==> config.mk <==
export PLATFORM = sky130hd
export DESIGN_NAME = control_unit
export DESIGN_NICKNAME = d
export VERILOG_FILES = /design/src/hw/cpu_isa_pkg.sv /design/src/hw/ctrl_seq_pkg.sv /design/src/hw/opcode_decoder.sv /design/src/hw/flag_tracker.sv /design/src/hw/control_sequencer.sv /design/src/hw/control_unit.sv
export SDC_FILE = /design/constraint.sdc
export NUM_CORES = 1
export LEC_CHECK = 0
export BUFFER_PORTS_ARGS = -buffer_cell sky130_fd_sc_hd__buf_2
export CELL_PAD_IN_SITES_DETAIL_PLACEMENT = 1
export CELL_PAD_IN_SITES_GLOBAL_PLACEMENT = 2
export CORE_UTILIZATION = 34
export CTS_CLUSTER_DIAMETER = 100
export CTS_CLUSTER_SIZE = 8
export DETAILED_ROUTE_END_ITERATION = 16
export HOLD_SLACK_MARGIN = 0.1
export PLACE_DENSITY = 0.76
export SYNTH_ARGS = -nofsm -noshare
export SYNTH_HDL_FRONTEND = slang
export SYNTH_SLANG_ARGS = --single-unit
==> constraint.sdc <==
create_clock -name clk -period 2.5 [get_ports clk]
set_input_delay 0.75 -clock clk [delete_from_list [all_inputs] [get_ports clk]]
set_output_delay 0.75 -clock clk [all_outputs]
set_load 0.05 [all_outputs]
==> src/hw/cpu_isa_pkg.sv <==
package cpu_isa_pkg;

    ////////////////////////////////////////////////////////////
    // basic types
    ////////////////////////////////////////////////////////////

    localparam int OPCODE_W   = 8;
    localparam int REG_ADDR_W = 2;

    typedef logic [OPCODE_W-1:0]   opcode_t;   // one instruction byte
    typedef logic [REG_ADDR_W-1:0] reg_addr_t; // register file address

    // instruction classes seen by the sequencer
    // nine classes, so the enum needs four bits
    typedef enum logic [3:0] {
        CLS_LD,
        CLS_WR,
        CLS_RD,
        CLS_WRIO,
        CLS_JMP,
        CLS_JMPC,
        CLS_NOOP,
        CLS_BRK,
        CLS_ALU
    } instr_class_e;

    // what drives the reg file write data port
    typedef enum logic [1:0] {
        SRC_ALU  = 2'b00, // alu result bus
        SRC_DMEM = 2'b01, // data memory read data
        SRC_IMM  = 2'b10  // immediate byte from the opcode register
    } wb_src_e;

    ////////////////////////////////////////////////////////////
    // opcode patterns, ? bits are wildcards for ==?
    ////////////////////////////////////////////////////////////

    localparam opcode_t LD_PAT   = 8'b1001??11; // load immediate, k follows
    localparam opcode_t WR_PAT   = 8'b1010????; // reg -> dmem
    localparam opcode_t RD_PAT   = 8'b1011????; // dmem -> reg
    localparam opcode_t JMP_PAT  = 8'b11000000; // jump, target follows
    localparam opcode_t JMPC_PAT = 8'b11001???; // jump on masked flags
    localparam opcode_t WRIO_PAT = 8'b111000??; // dmem -> io register
    localparam opcode_t NOOP_PAT = 8'b11110000;
    localparam opcode_t BRK_PAT  = 8'b11111111; // halt in decode

    ////////////////////////////////////////////////////////////
    // field positions inside the instruction byte
    ////////////////////////////////////////////////////////////

    localparam int DST_FIELD_LSB = 2; // dst reg is bits 3:2
    localparam int COND_Z_BIT    = 1; // jmpc mask bits
    localparam int COND_C_BIT    = 2;
    localparam int COND_N_BIT    = 0;

endpackage

==> src/hw/ctrl_seq_pkg.sv <==
package ctrl_seq_pkg;

    // sequencer states
    typedef enum logic [3:0] {
        ST_RESET,
        ST_WAIT,       // down counter, then go to the return target
        ST_CLEAR,      // drop stray enables before decode
        ST_DECODE,
        ST_SETUP_ALU,  // reg file drives alu operands
        ST_SETUP_MEM,  // reg file drives dmem address / data
        ST_WRITE_BACK,
        ST_WRITE_DMEM,
        ST_WRITE_IO,
        ST_JUMP
    } seq_state_e;

    ////////////////////////////////////////////////////////////
    // wait counts, extra cycles spent in ST_WAIT
    ////////////////////////////////////////////////////////////

    localparam int WAIT_W = 2;
    typedef logic [WAIT_W-1:0] wait_cnt_t;

    localparam wait_cnt_t FETCH_WAIT  = 2'd3; // pc inc + imem read + opcode reg
    localparam wait_cnt_t IMM_WAIT    = 2'd2; // immediate byte reaches opcode reg
    localparam wait_cnt_t DMEM_WAIT   = 2'd1; // dmem write completes
    localparam wait_cnt_t JUMP_SETTLE = 2'd2; // pc load settles

    ////////////////////////////////////////////////////////////
    // structs
    ////////////////////////////////////////////////////////////

    typedef struct packed {
        logic z; // zero
        logic c; // carry
        logic n; // negative
    } flags_t;

    // cond_mask is laid out like flags_t, {z, c, n}
    typedef struct packed {
        cpu_isa_pkg::instr_class_e    iclass;
        cpu_isa_pkg::reg_addr_t       dst_addr;
        logic [$bits(flags_t)-1:0]    cond_mask;
    } decoded_t;

    typedef struct packed {
        cpu_isa_pkg::wb_src_e   wb_sel;        // reg file write data select
        logic                   wr_en_reg;
        logic                   wr_en_dmem;
        logic                   wr_en_io;
        logic                   inc_en;        // pc increment
        logic                   jmp_en;        // pc load
        logic                   use_strd_addr; // reg file takes wr_addr, not opcode[3:2]
        cpu_isa_pkg::reg_addr_t wr_addr;       // ld destination
    } ctrl_out_t;

    localparam ctrl_out_t CTRL_IDLE = '{
        wb_sel:        cpu_isa_pkg::SRC_ALU,
        wr_en_reg:     1'b0,
        wr_en_dmem:    1'b0,
        wr_en_io:      1'b0,
        inc_en:        1'b0,
        jmp_en:        1'b0,
        use_strd_addr: 1'b0,
        wr_addr:       2'b00
    };

endpackage

==> src/hw/opcode_decoder.sv <==
`timescale 1ns/100ps

module opcode_decoder
    import cpu_isa_pkg::*;
    import ctrl_seq_pkg::*;
(
    input  logic     clk,
    input  logic     rst,
    input  opcode_t  instruction, // raw byte from instruction memory
    output opcode_t  opcode,      // registered byte, also the immediate for ld
    output decoded_t decoded
);

    opcode_t opcode_q;

    ////////////////////////////////////////////////////////////
    // opcode register
    ////////////////////////////////////////////////////////////

    always_ff @(posedge clk or posedge rst) begin
        if (rst) begin
            opcode_q <= '0; // 0x00 decodes as alu, harmless before first decode
        end else begin
            opcode_q <= instruction;
        end
    end

    assign opcode = opcode_q;

    ////////////////////////////////////////////////////////////
    // classification
    ////////////////////////////////////////////////////////////

    // first match wins, anything unmatched is an alu op
    function automatic instr_class_e classify(input opcode_t op);
        instr_class_e cls;
        if (op ==? LD_PAT) begin
            cls = CLS_LD;
        end else if (op ==? WR_PAT) begin
            cls = CLS_WR;
        end else if (op ==? RD_PAT) begin
            cls = CLS_RD;
        end else if (op ==? JMP_PAT) begin
            cls = CLS_JMP;
        end else if (op ==? JMPC_PAT) begin
            cls = CLS_JMPC;
        end else if (op ==? WRIO_PAT) begin
            cls = CLS_WRIO;
        end else if (op ==? NOOP_PAT) begin
            cls = CLS_NOOP;
        end else if (op ==? BRK_PAT) begin
            cls = CLS_BRK;
        end else begin
            cls = CLS_ALU; // incl. call / ret bytes, not part of this isa
        end
        return cls;
    endfunction

    always_comb begin
        decoded.iclass   = classify(opcode_q);
        decoded.dst_addr = opcode_q[DST_FIELD_LSB +: REG_ADDR_W]; // only meaningful for ld
        // mask bits reordered to match flags_t {z, c, n}
        decoded.cond_mask = {opcode_q[COND_Z_BIT],
                             opcode_q[COND_C_BIT],
                             opcode_q[COND_N_BIT]};
    end

endmodule

==> src/hw/flag_tracker.sv <==
`timescale 1ns/100ps

module flag_tracker
    import ctrl_seq_pkg::*;
(
    input  logic       clk,
    input  logic       rst,
    input  flags_t     alu_flags,    // live alu flags, change every cycle
    input  logic       capture,      // one cycle, end of an alu op
    input  logic [2:0] cond_mask,    // {z, c, n} from the jmpc byte
    output logic       branch_taken
);

    flags_t flags_q; // flags of the last alu instruction

    ////////////////////////////////////////////////////////////
    // hold register
    ////////////////////////////////////////////////////////////

    // the alu runs all the time, so only the alu write back may
    // update the held copy
    always_ff @(posedge clk or posedge rst) begin
        if (rst) begin
            flags_q <= '0;
        end else if (capture) begin
            flags_q <= alu_flags;
        end
    end

    ////////////////////////////////////////////////////////////
    // branch condition
    ////////////////////////////////////////////////////////////

    // any masked flag set -> take the jump
    always_comb begin
        branch_taken = (flags_q.z & cond_mask[2])  // jmpz
                     | (flags_q.c & cond_mask[1])  // jmpc
                     | (flags_q.n & cond_mask[0]); // jmpn
    end

endmodule

==> src/hw/control_sequencer.sv <==
`timescale 1ns/100ps

module control_sequencer
    import cpu_isa_pkg::*;
    import ctrl_seq_pkg::*;
(
    input  logic      clk,
    input  logic      rst,
    input  decoded_t  decoded,
    input  logic      branch_taken, // from flag_tracker, used by jmpc only
    output logic      capture,      // load held flags this edge
    output ctrl_out_t ctrl
);

    seq_state_e state_q, state_d;
    seq_state_e ret_q, ret_d;     // where wait goes when the count runs out
    wait_cnt_t  cnt_q, cnt_d;     // wait down counter
    ctrl_out_t  ctrl_q, ctrl_d;   // registered outputs

    ////////////////////////////////////////////////////////////
    // registers
    ////////////////////////////////////////////////////////////

    always_ff @(posedge clk or posedge rst) begin
        if (rst) begin
            state_q <= ST_RESET;
            ret_q   <= ST_DECODE;
            cnt_q   <= '0;
            ctrl_q  <= CTRL_IDLE;
        end else begin
            state_q <= state_d;
            ret_q   <= ret_d;
            cnt_q   <= cnt_d;
            ctrl_q  <= ctrl_d;
        end
    end

    assign ctrl = ctrl_q;

    // leaving wait toward write back, alu path only
    // ld / rd also pass here but carry a different wb_sel
    assign capture = (state_q == ST_WAIT) && (cnt_q == '0)
                  && (ret_q == ST_WRITE_BACK) && (ctrl_q.wb_sel == SRC_ALU);

    ////////////////////////////////////////////////////////////
    // next state and next outputs
    ////////////////////////////////////////////////////////////

    always_comb begin
        state_d = state_q;
        ret_d   = ret_q;
        cnt_d   = cnt_q;
        ctrl_d  = ctrl_q; // outputs hold unless a state changes them

        unique case (state_q)
            ST_RESET: begin
                // opcode reg not valid yet, one wait then clear
                cnt_d   = '0;
                ret_d   = ST_DECODE;
                state_d = ST_WAIT;
            end

            ST_CLEAR: begin
                ctrl_d.wr_en_reg  = 1'b0;
                ctrl_d.wr_en_dmem = 1'b0;
                ctrl_d.wr_en_io   = 1'b0;
                ctrl_d.inc_en     = 1'b0;
                ctrl_d.jmp_en     = 1'b0;
                state_d = ST_DECODE;
            end

            ST_DECODE: begin
                ctrl_d.wb_sel = SRC_ALU; // overridden by rd / ld
                ctrl_d.inc_en = 1'b1;    // every class but brk moves the pc
                unique case (decoded.iclass)
                    CLS_LD: begin
                        ctrl_d.wb_sel  = SRC_IMM;
                        ctrl_d.wr_addr = decoded.dst_addr; // lost once k arrives
                        ret_d   = ST_WRITE_BACK;
                        state_d = ST_SETUP_MEM;
                    end
                    CLS_WR: begin
                        ctrl_d.wr_en_dmem = 1'b1; // high together with inc_en
                        state_d = ST_WRITE_DMEM;
                    end
                    CLS_RD: begin
                        ctrl_d.wb_sel = SRC_DMEM;
                        ret_d   = ST_WRITE_BACK;
                        state_d = ST_SETUP_MEM;
                    end
                    CLS_WRIO: begin
                        ret_d   = ST_WRITE_IO;
                        state_d = ST_SETUP_MEM;
                    end
                    CLS_JMP: begin
                        cnt_d   = FETCH_WAIT; // wait for target byte
                        ret_d   = ST_JUMP;
                        state_d = ST_WAIT;
                    end
                    CLS_JMPC: begin
                        cnt_d   = FETCH_WAIT;
                        ret_d   = branch_taken ? ST_JUMP : ST_DECODE; // not taken acts as noop
                        state_d = ST_WAIT;
                    end
                    CLS_NOOP: begin
                        cnt_d   = FETCH_WAIT;
                        ret_d   = ST_DECODE;
                        state_d = ST_WAIT;
                    end
                    CLS_BRK: begin
                        ctrl_d = CTRL_IDLE; // pc frozen, sit in decode
                        ctrl_d.wr_addr = ctrl_q.wr_addr;
                        state_d = ST_DECODE;
                    end
                    default: begin // CLS_ALU
                        ret_d   = ST_WRITE_BACK;
                        state_d = ST_SETUP_ALU;
                    end
                endcase
            end

            ST_SETUP_ALU: begin
                ctrl_d.inc_en = 1'b0;
                cnt_d   = '0; // operands ready, alu result after one wait
                ret_d   = ST_WRITE_BACK;
                state_d = ST_WAIT;
            end

            ST_SETUP_MEM: begin
                ctrl_d.inc_en = 1'b0;
                if ((ret_q == ST_WRITE_BACK) && (ctrl_q.wb_sel == SRC_IMM)) begin
                    ctrl_d.use_strd_addr = 1'b1; // ld writes to the latched address
                    cnt_d = IMM_WAIT;            // k still on its way
                end else begin
                    cnt_d = '0;                  // rd / wrio, dmem output next cycle
                end
                state_d = ST_WAIT;
            end

            ST_WAIT: begin
                ctrl_d.inc_en = 1'b0; // ends the pulse raised in decode
                if (cnt_q != '0) begin
                    cnt_d = cnt_q - 1'b1;
                end else begin
                    unique case (ret_q)
                        ST_WRITE_BACK: ctrl_d.wr_en_reg = 1'b1;
                        ST_WRITE_IO:   ctrl_d.wr_en_io  = 1'b1;
                        ST_JUMP:       ctrl_d.jmp_en    = 1'b1;
                        default:       ;                // back to decode via clear
                    endcase
                    state_d = (ret_q == ST_DECODE) ? ST_CLEAR : ret_q;
                end
            end

            ST_WRITE_BACK: begin
                ctrl_d.wr_en_reg     = 1'b0;
                ctrl_d.use_strd_addr = 1'b0;
                ret_d = ST_DECODE;
                if (ctrl_q.wb_sel == SRC_IMM) begin
                    ctrl_d.inc_en = 1'b1; // skip past k, fetch next instruction
                    cnt_d = FETCH_WAIT;
                end else begin
                    cnt_d = '0;
                end
                state_d = ST_WAIT;
            end

            ST_WRITE_DMEM: begin
                ctrl_d.inc_en     = 1'b0;
                ctrl_d.wr_en_dmem = 1'b0;
                cnt_d   = DMEM_WAIT;
                ret_d   = ST_DECODE;
                state_d = ST_WAIT;
            end

            ST_WRITE_IO: begin
                ctrl_d.wr_en_io = 1'b0;
                cnt_d   = '0;
                ret_d   = ST_DECODE;
                state_d = ST_WAIT;
            end

            ST_JUMP: begin
                ctrl_d.jmp_en = 1'b0;
                cnt_d   = JUMP_SETTLE; // new instruction after pc load
                ret_d   = ST_DECODE;
                state_d = ST_WAIT;
            end

            default: begin
                state_d = ST_CLEAR;
            end
        endcase
    end

endmodule

==> src/hw/control_unit.sv <==
`timescale 1ns/100ps

module control_unit
    import cpu_isa_pkg::*;
    import ctrl_seq_pkg::*;
(
    input  logic      clk,
    input  logic      rst,
    input  opcode_t   instruction, // from instruction memory
    input  flags_t    alu_flags,   // live alu flags
    output opcode_t   opcode,      // registered instruction byte
    output ctrl_out_t ctrl         // enables for reg file, dmem, io and pc
);

    decoded_t decoded;
    logic     branch_taken;
    logic     capture;

    ////////////////////////////////////////////////////////////
    // decoder and flag hold side by side
    ////////////////////////////////////////////////////////////

    opcode_decoder u_opcode_decoder (
        .clk         (clk),
        .rst         (rst),
        .instruction (instruction),
        .opcode      (opcode),
        .decoded     (decoded)
    );

    flag_tracker u_flag_tracker (
        .clk          (clk),
        .rst          (rst),
        .alu_flags    (alu_flags),
        .capture      (capture),
        .cond_mask    (decoded.cond_mask),
        .branch_taken (branch_taken)
    );

    // sequencer combines class and branch decision
    control_sequencer u_control_sequencer (
        .clk          (clk),
        .rst          (rst),
        .decoded      (decoded),
        .branch_taken (branch_taken),
        .capture      (capture),
        .ctrl         (ctrl)
    );

endmodule

==> impl_results.md <==
- Status: completed
- Post-route setup slack: 0.2550 ns
- Num CTS Buffers: 5
- First-pass GRT wire length: 8.197 mm
- Crit path kind: reg -> reg
- DR WL/cell: 17.01 um
- Placement Cell Area: 1967 sq um
- Grt ovf: 0
- Clk_lat worst skew: 0.28 ns
- CTS clk-pin slew, worst paths: 0.07 ns
- Drt total wl: 4.764 mm
- Worst Path Max Fanout: 9
- Syn Inst Count: 174
- Crit path time final: 2.245 ns
- Ports: 31
- Routability cong.: 0.8756
- Die width: 72.62 um
- Power Dens Cells: 1175 nW/um^2
- Nature of the critical path endpoint: register
- Setup-failing EPs final: 0
- DP HPWL: 3.667 mm
- GRT busiest layer: met2
- Critical Path AT: 2.45 ns
- Drt pass-1 iters: 6
- CTS tree: yes
- H-tree levels: 2
- Clk_skew: 0.01031 ns
- Number of port buffers: 30
- Antenna Nets Post-Route: 0
- Die area: 5273 sq um
- Avg Inst Size Synth: 9.744 sq um
- Post-synthesis async set-or-reset flop share: 1.000
- 1st-iter DRT viols: 106
- Place WS: 0.2646 ns
- Drt via density: 5.457
- Pleak: 0.9296 nW
- Post-Syn Area: 1695 sq um
- Clock Sink Count: 31
- Hold_buf cts: 0
- Worst slew margin: 0.6904
- Initial Util: 0.3566
- Hold Path Class: reg -> reg
- Startpoint types: register
- Number of post-CTS setup repair buffers: 0
- CTS max path bufs: 2
- Initial antenna violation count: 0
- Nets@finish: 226
- Via count: 1528
- Met3 Use GR: 0.03591
- Yosys warns: 0
- Setup TNS: 0 ns
- Largest net degree at the start of global routing: 32
- CTS resizes: 0
- Period utilization: 0.8980
- Area growth syn-to-layout: 20.81%
- Max-cap violation count: 0
- DRC Markers: 0
- Core Rows: 25
- Gr usage total: 0.2043
- Fin. Hold Viols: 0
- Die H: 72.62 um
- Fraction of layout cells with a size suffix above 1: 0.2911
- Seq cells post-synth: 31
- Synth Net Count: 188
- Core area: 4755 sq um
- Dominant synthesized flop cell: dfrtp_1
- Fmax: 445.4 MHz
- Required time of the worst setup path: 2.71 ns
- Distinct cells, synth: 53
- Met1 usage in global routing: 0.2447
- Max-slew violation count: 0
- Unrepaired setup endpoints after global routing: false
- Vias in the first global route: 1671
- GR Util met2: 0.3738
- Ant. Diodes: 0
- Final Cell Area: 2048 sq um
- EDFF count, synth: 0
- Hold slack: 0.5076 ns
- Peak supply drop: 439.1 uV
- Seq/Total Area, Yosys: 0.4590
- CTS root buf: clkbuf_8
- Slew @ Worst Pin: 0.4608 ns
worst max-delay path: stages, from the launching register on:
cell	delay (ns)
dfrtp_1	0.46
or4_4	0.56
nor3_4	0.28
a211oi_2	0.09
or4b_1	0.56
a22o_1	0.22
Yosys cell counts, types with 2 or more instances:
library cell,count,share of area
buf_4,2,0.0089
nor2_1,12,0.027
a21o_1,3,0.013
mux2_2,7,0.046
a211oi_1,3,0.013
a31oi_1,5,0.018
nor4_1,3,0.011
or3_1,2,0.0074
dfrtp_1,29,0.43
nand2b_1,5,0.018
inv_1,8,0.018
nor3_1,3,0.0089
nand2_1,14,0.031
o21ai_0,10,0.030
and2_1,2,0.0074
o211ai_1,3,0.013
a21oi_1,9,0.027
a211o_1,2,0.010
nor3b_1,2,0.0089
dfstp_2,2,0.031
o21bai_1,2,0.0089
o31ai_1,2,0.0089
a22oi_1,5,0.022
clkbuf_1,8,0.018
a41oi_1,3,0.016
worst paths after layout:
check,cells after the start,slack (ns),from,end
hold / removal,1,0.51,u_control_sequencer.ctrl[1]$_DFFE_PP0P_,u_control_sequencer.ctrl[1]$_DFFE_PP0P_
min in group asynchronous,3,0.54,rst,u_control_sequencer.cnt_q[0]$_DFFE_PP0P_
max in group asynchronous,3,1.63,rst,u_control_sequencer.ret_q[0]$_DFFE_PP1P_
hold reg to reg,1,0.51,u_control_sequencer.ctrl[1]$_DFFE_PP0P_,u_control_sequencer.ctrl[1]$_DFFE_PP0P_
setup reg to reg,5,0.26,u_opcode_decoder.opcode[2]$_DFF_PP0_,u_control_sequencer.ret_q[1]$_DFFE_PP1P_
setup / recovery,5,0.26,u_opcode_decoder.opcode[2]$_DFF_PP0_,u_control_sequencer.ret_q[1]$_DFFE_PP1P_
where the power goes:
part / switching, mW / leakage [nW] / internal [mW] / total, mW
clock network: 0.183 / 0.0422 / 0.195 / 0.378
registers: 0.130 / 0.382 / 0.658 / 0.788
logic: 0.752 / 0.506 / 0.489 / 1.24
total: 1.06 / 0.930 / 1.34 / 2.41
flip-flops by register name (all words and copies together) (netlist names):
register / flops
u_control_sequencer.state_q: 4
u_control_sequencer.ret_q: 4
u_opcode_decoder.opcode: 8
u_flag_tracker.flags_q: 3
u_control_sequencer.ctrl: 10
u_control_sequencer.cnt_q: 2
cells by family after synthesis:
| group | synth area share |
|---|---|
| XOR/XNOR | 0.01033 |
| AO/OA/AOI/OAI | 0.2384 |
| multiplexers | 0.05240 |
| flip-flops | 0.4590 |
| buffers and inverters | 0.04428 |
| AND/OR/NAND/NOR | 0.1882 |
| adder cells (fa/ha/maj) | 0.007379 |
metal layers:
| metal | vias to the layer above | routed length [um] |
|---|---|---|
| met1 | 761 | 1970 |
| met3 | 7 | 203 |
| met4 | 0 | 60 |
| met5 | - | 0 |
| li1 | 725 | - |
| met2 | 35 | 2530 |
per-stage QoR:
step           cells    util  power, mW
6_report         280  0.4308      2.406
5_1_grt          280  0.4308      2.576
4_1_cts          280  0.4308      2.422
3_5_place_dp     272  0.4137      2.034
3_3_place_gp     272  0.4137      2.011
2_1_floorplan    174       -      1.651
cell type report:
type	count	area (sq um)
tap	67	83.83
clock inverter	1	5.005
timing repair buffer	41	232.7
multi-input combinational	125	842.1
clock buffer	7	76.32
inverter	8	30.03
fill	570	2706
sequential	31	778.2
placed cells by master, fill, tap and decap left out, drive strengths merged, types with 4 or more instances in the layout:
cell and n:
clkbuf 7, dfrtp 29, inv 8, buf 41, a31oi 5, o21ai 10, a211oi 4, nand2 14
a22oi 5, nor2 12, a21oi 9, nand2b 5, nor3 4, mux2 7
(Power assumes the default switching activity.)
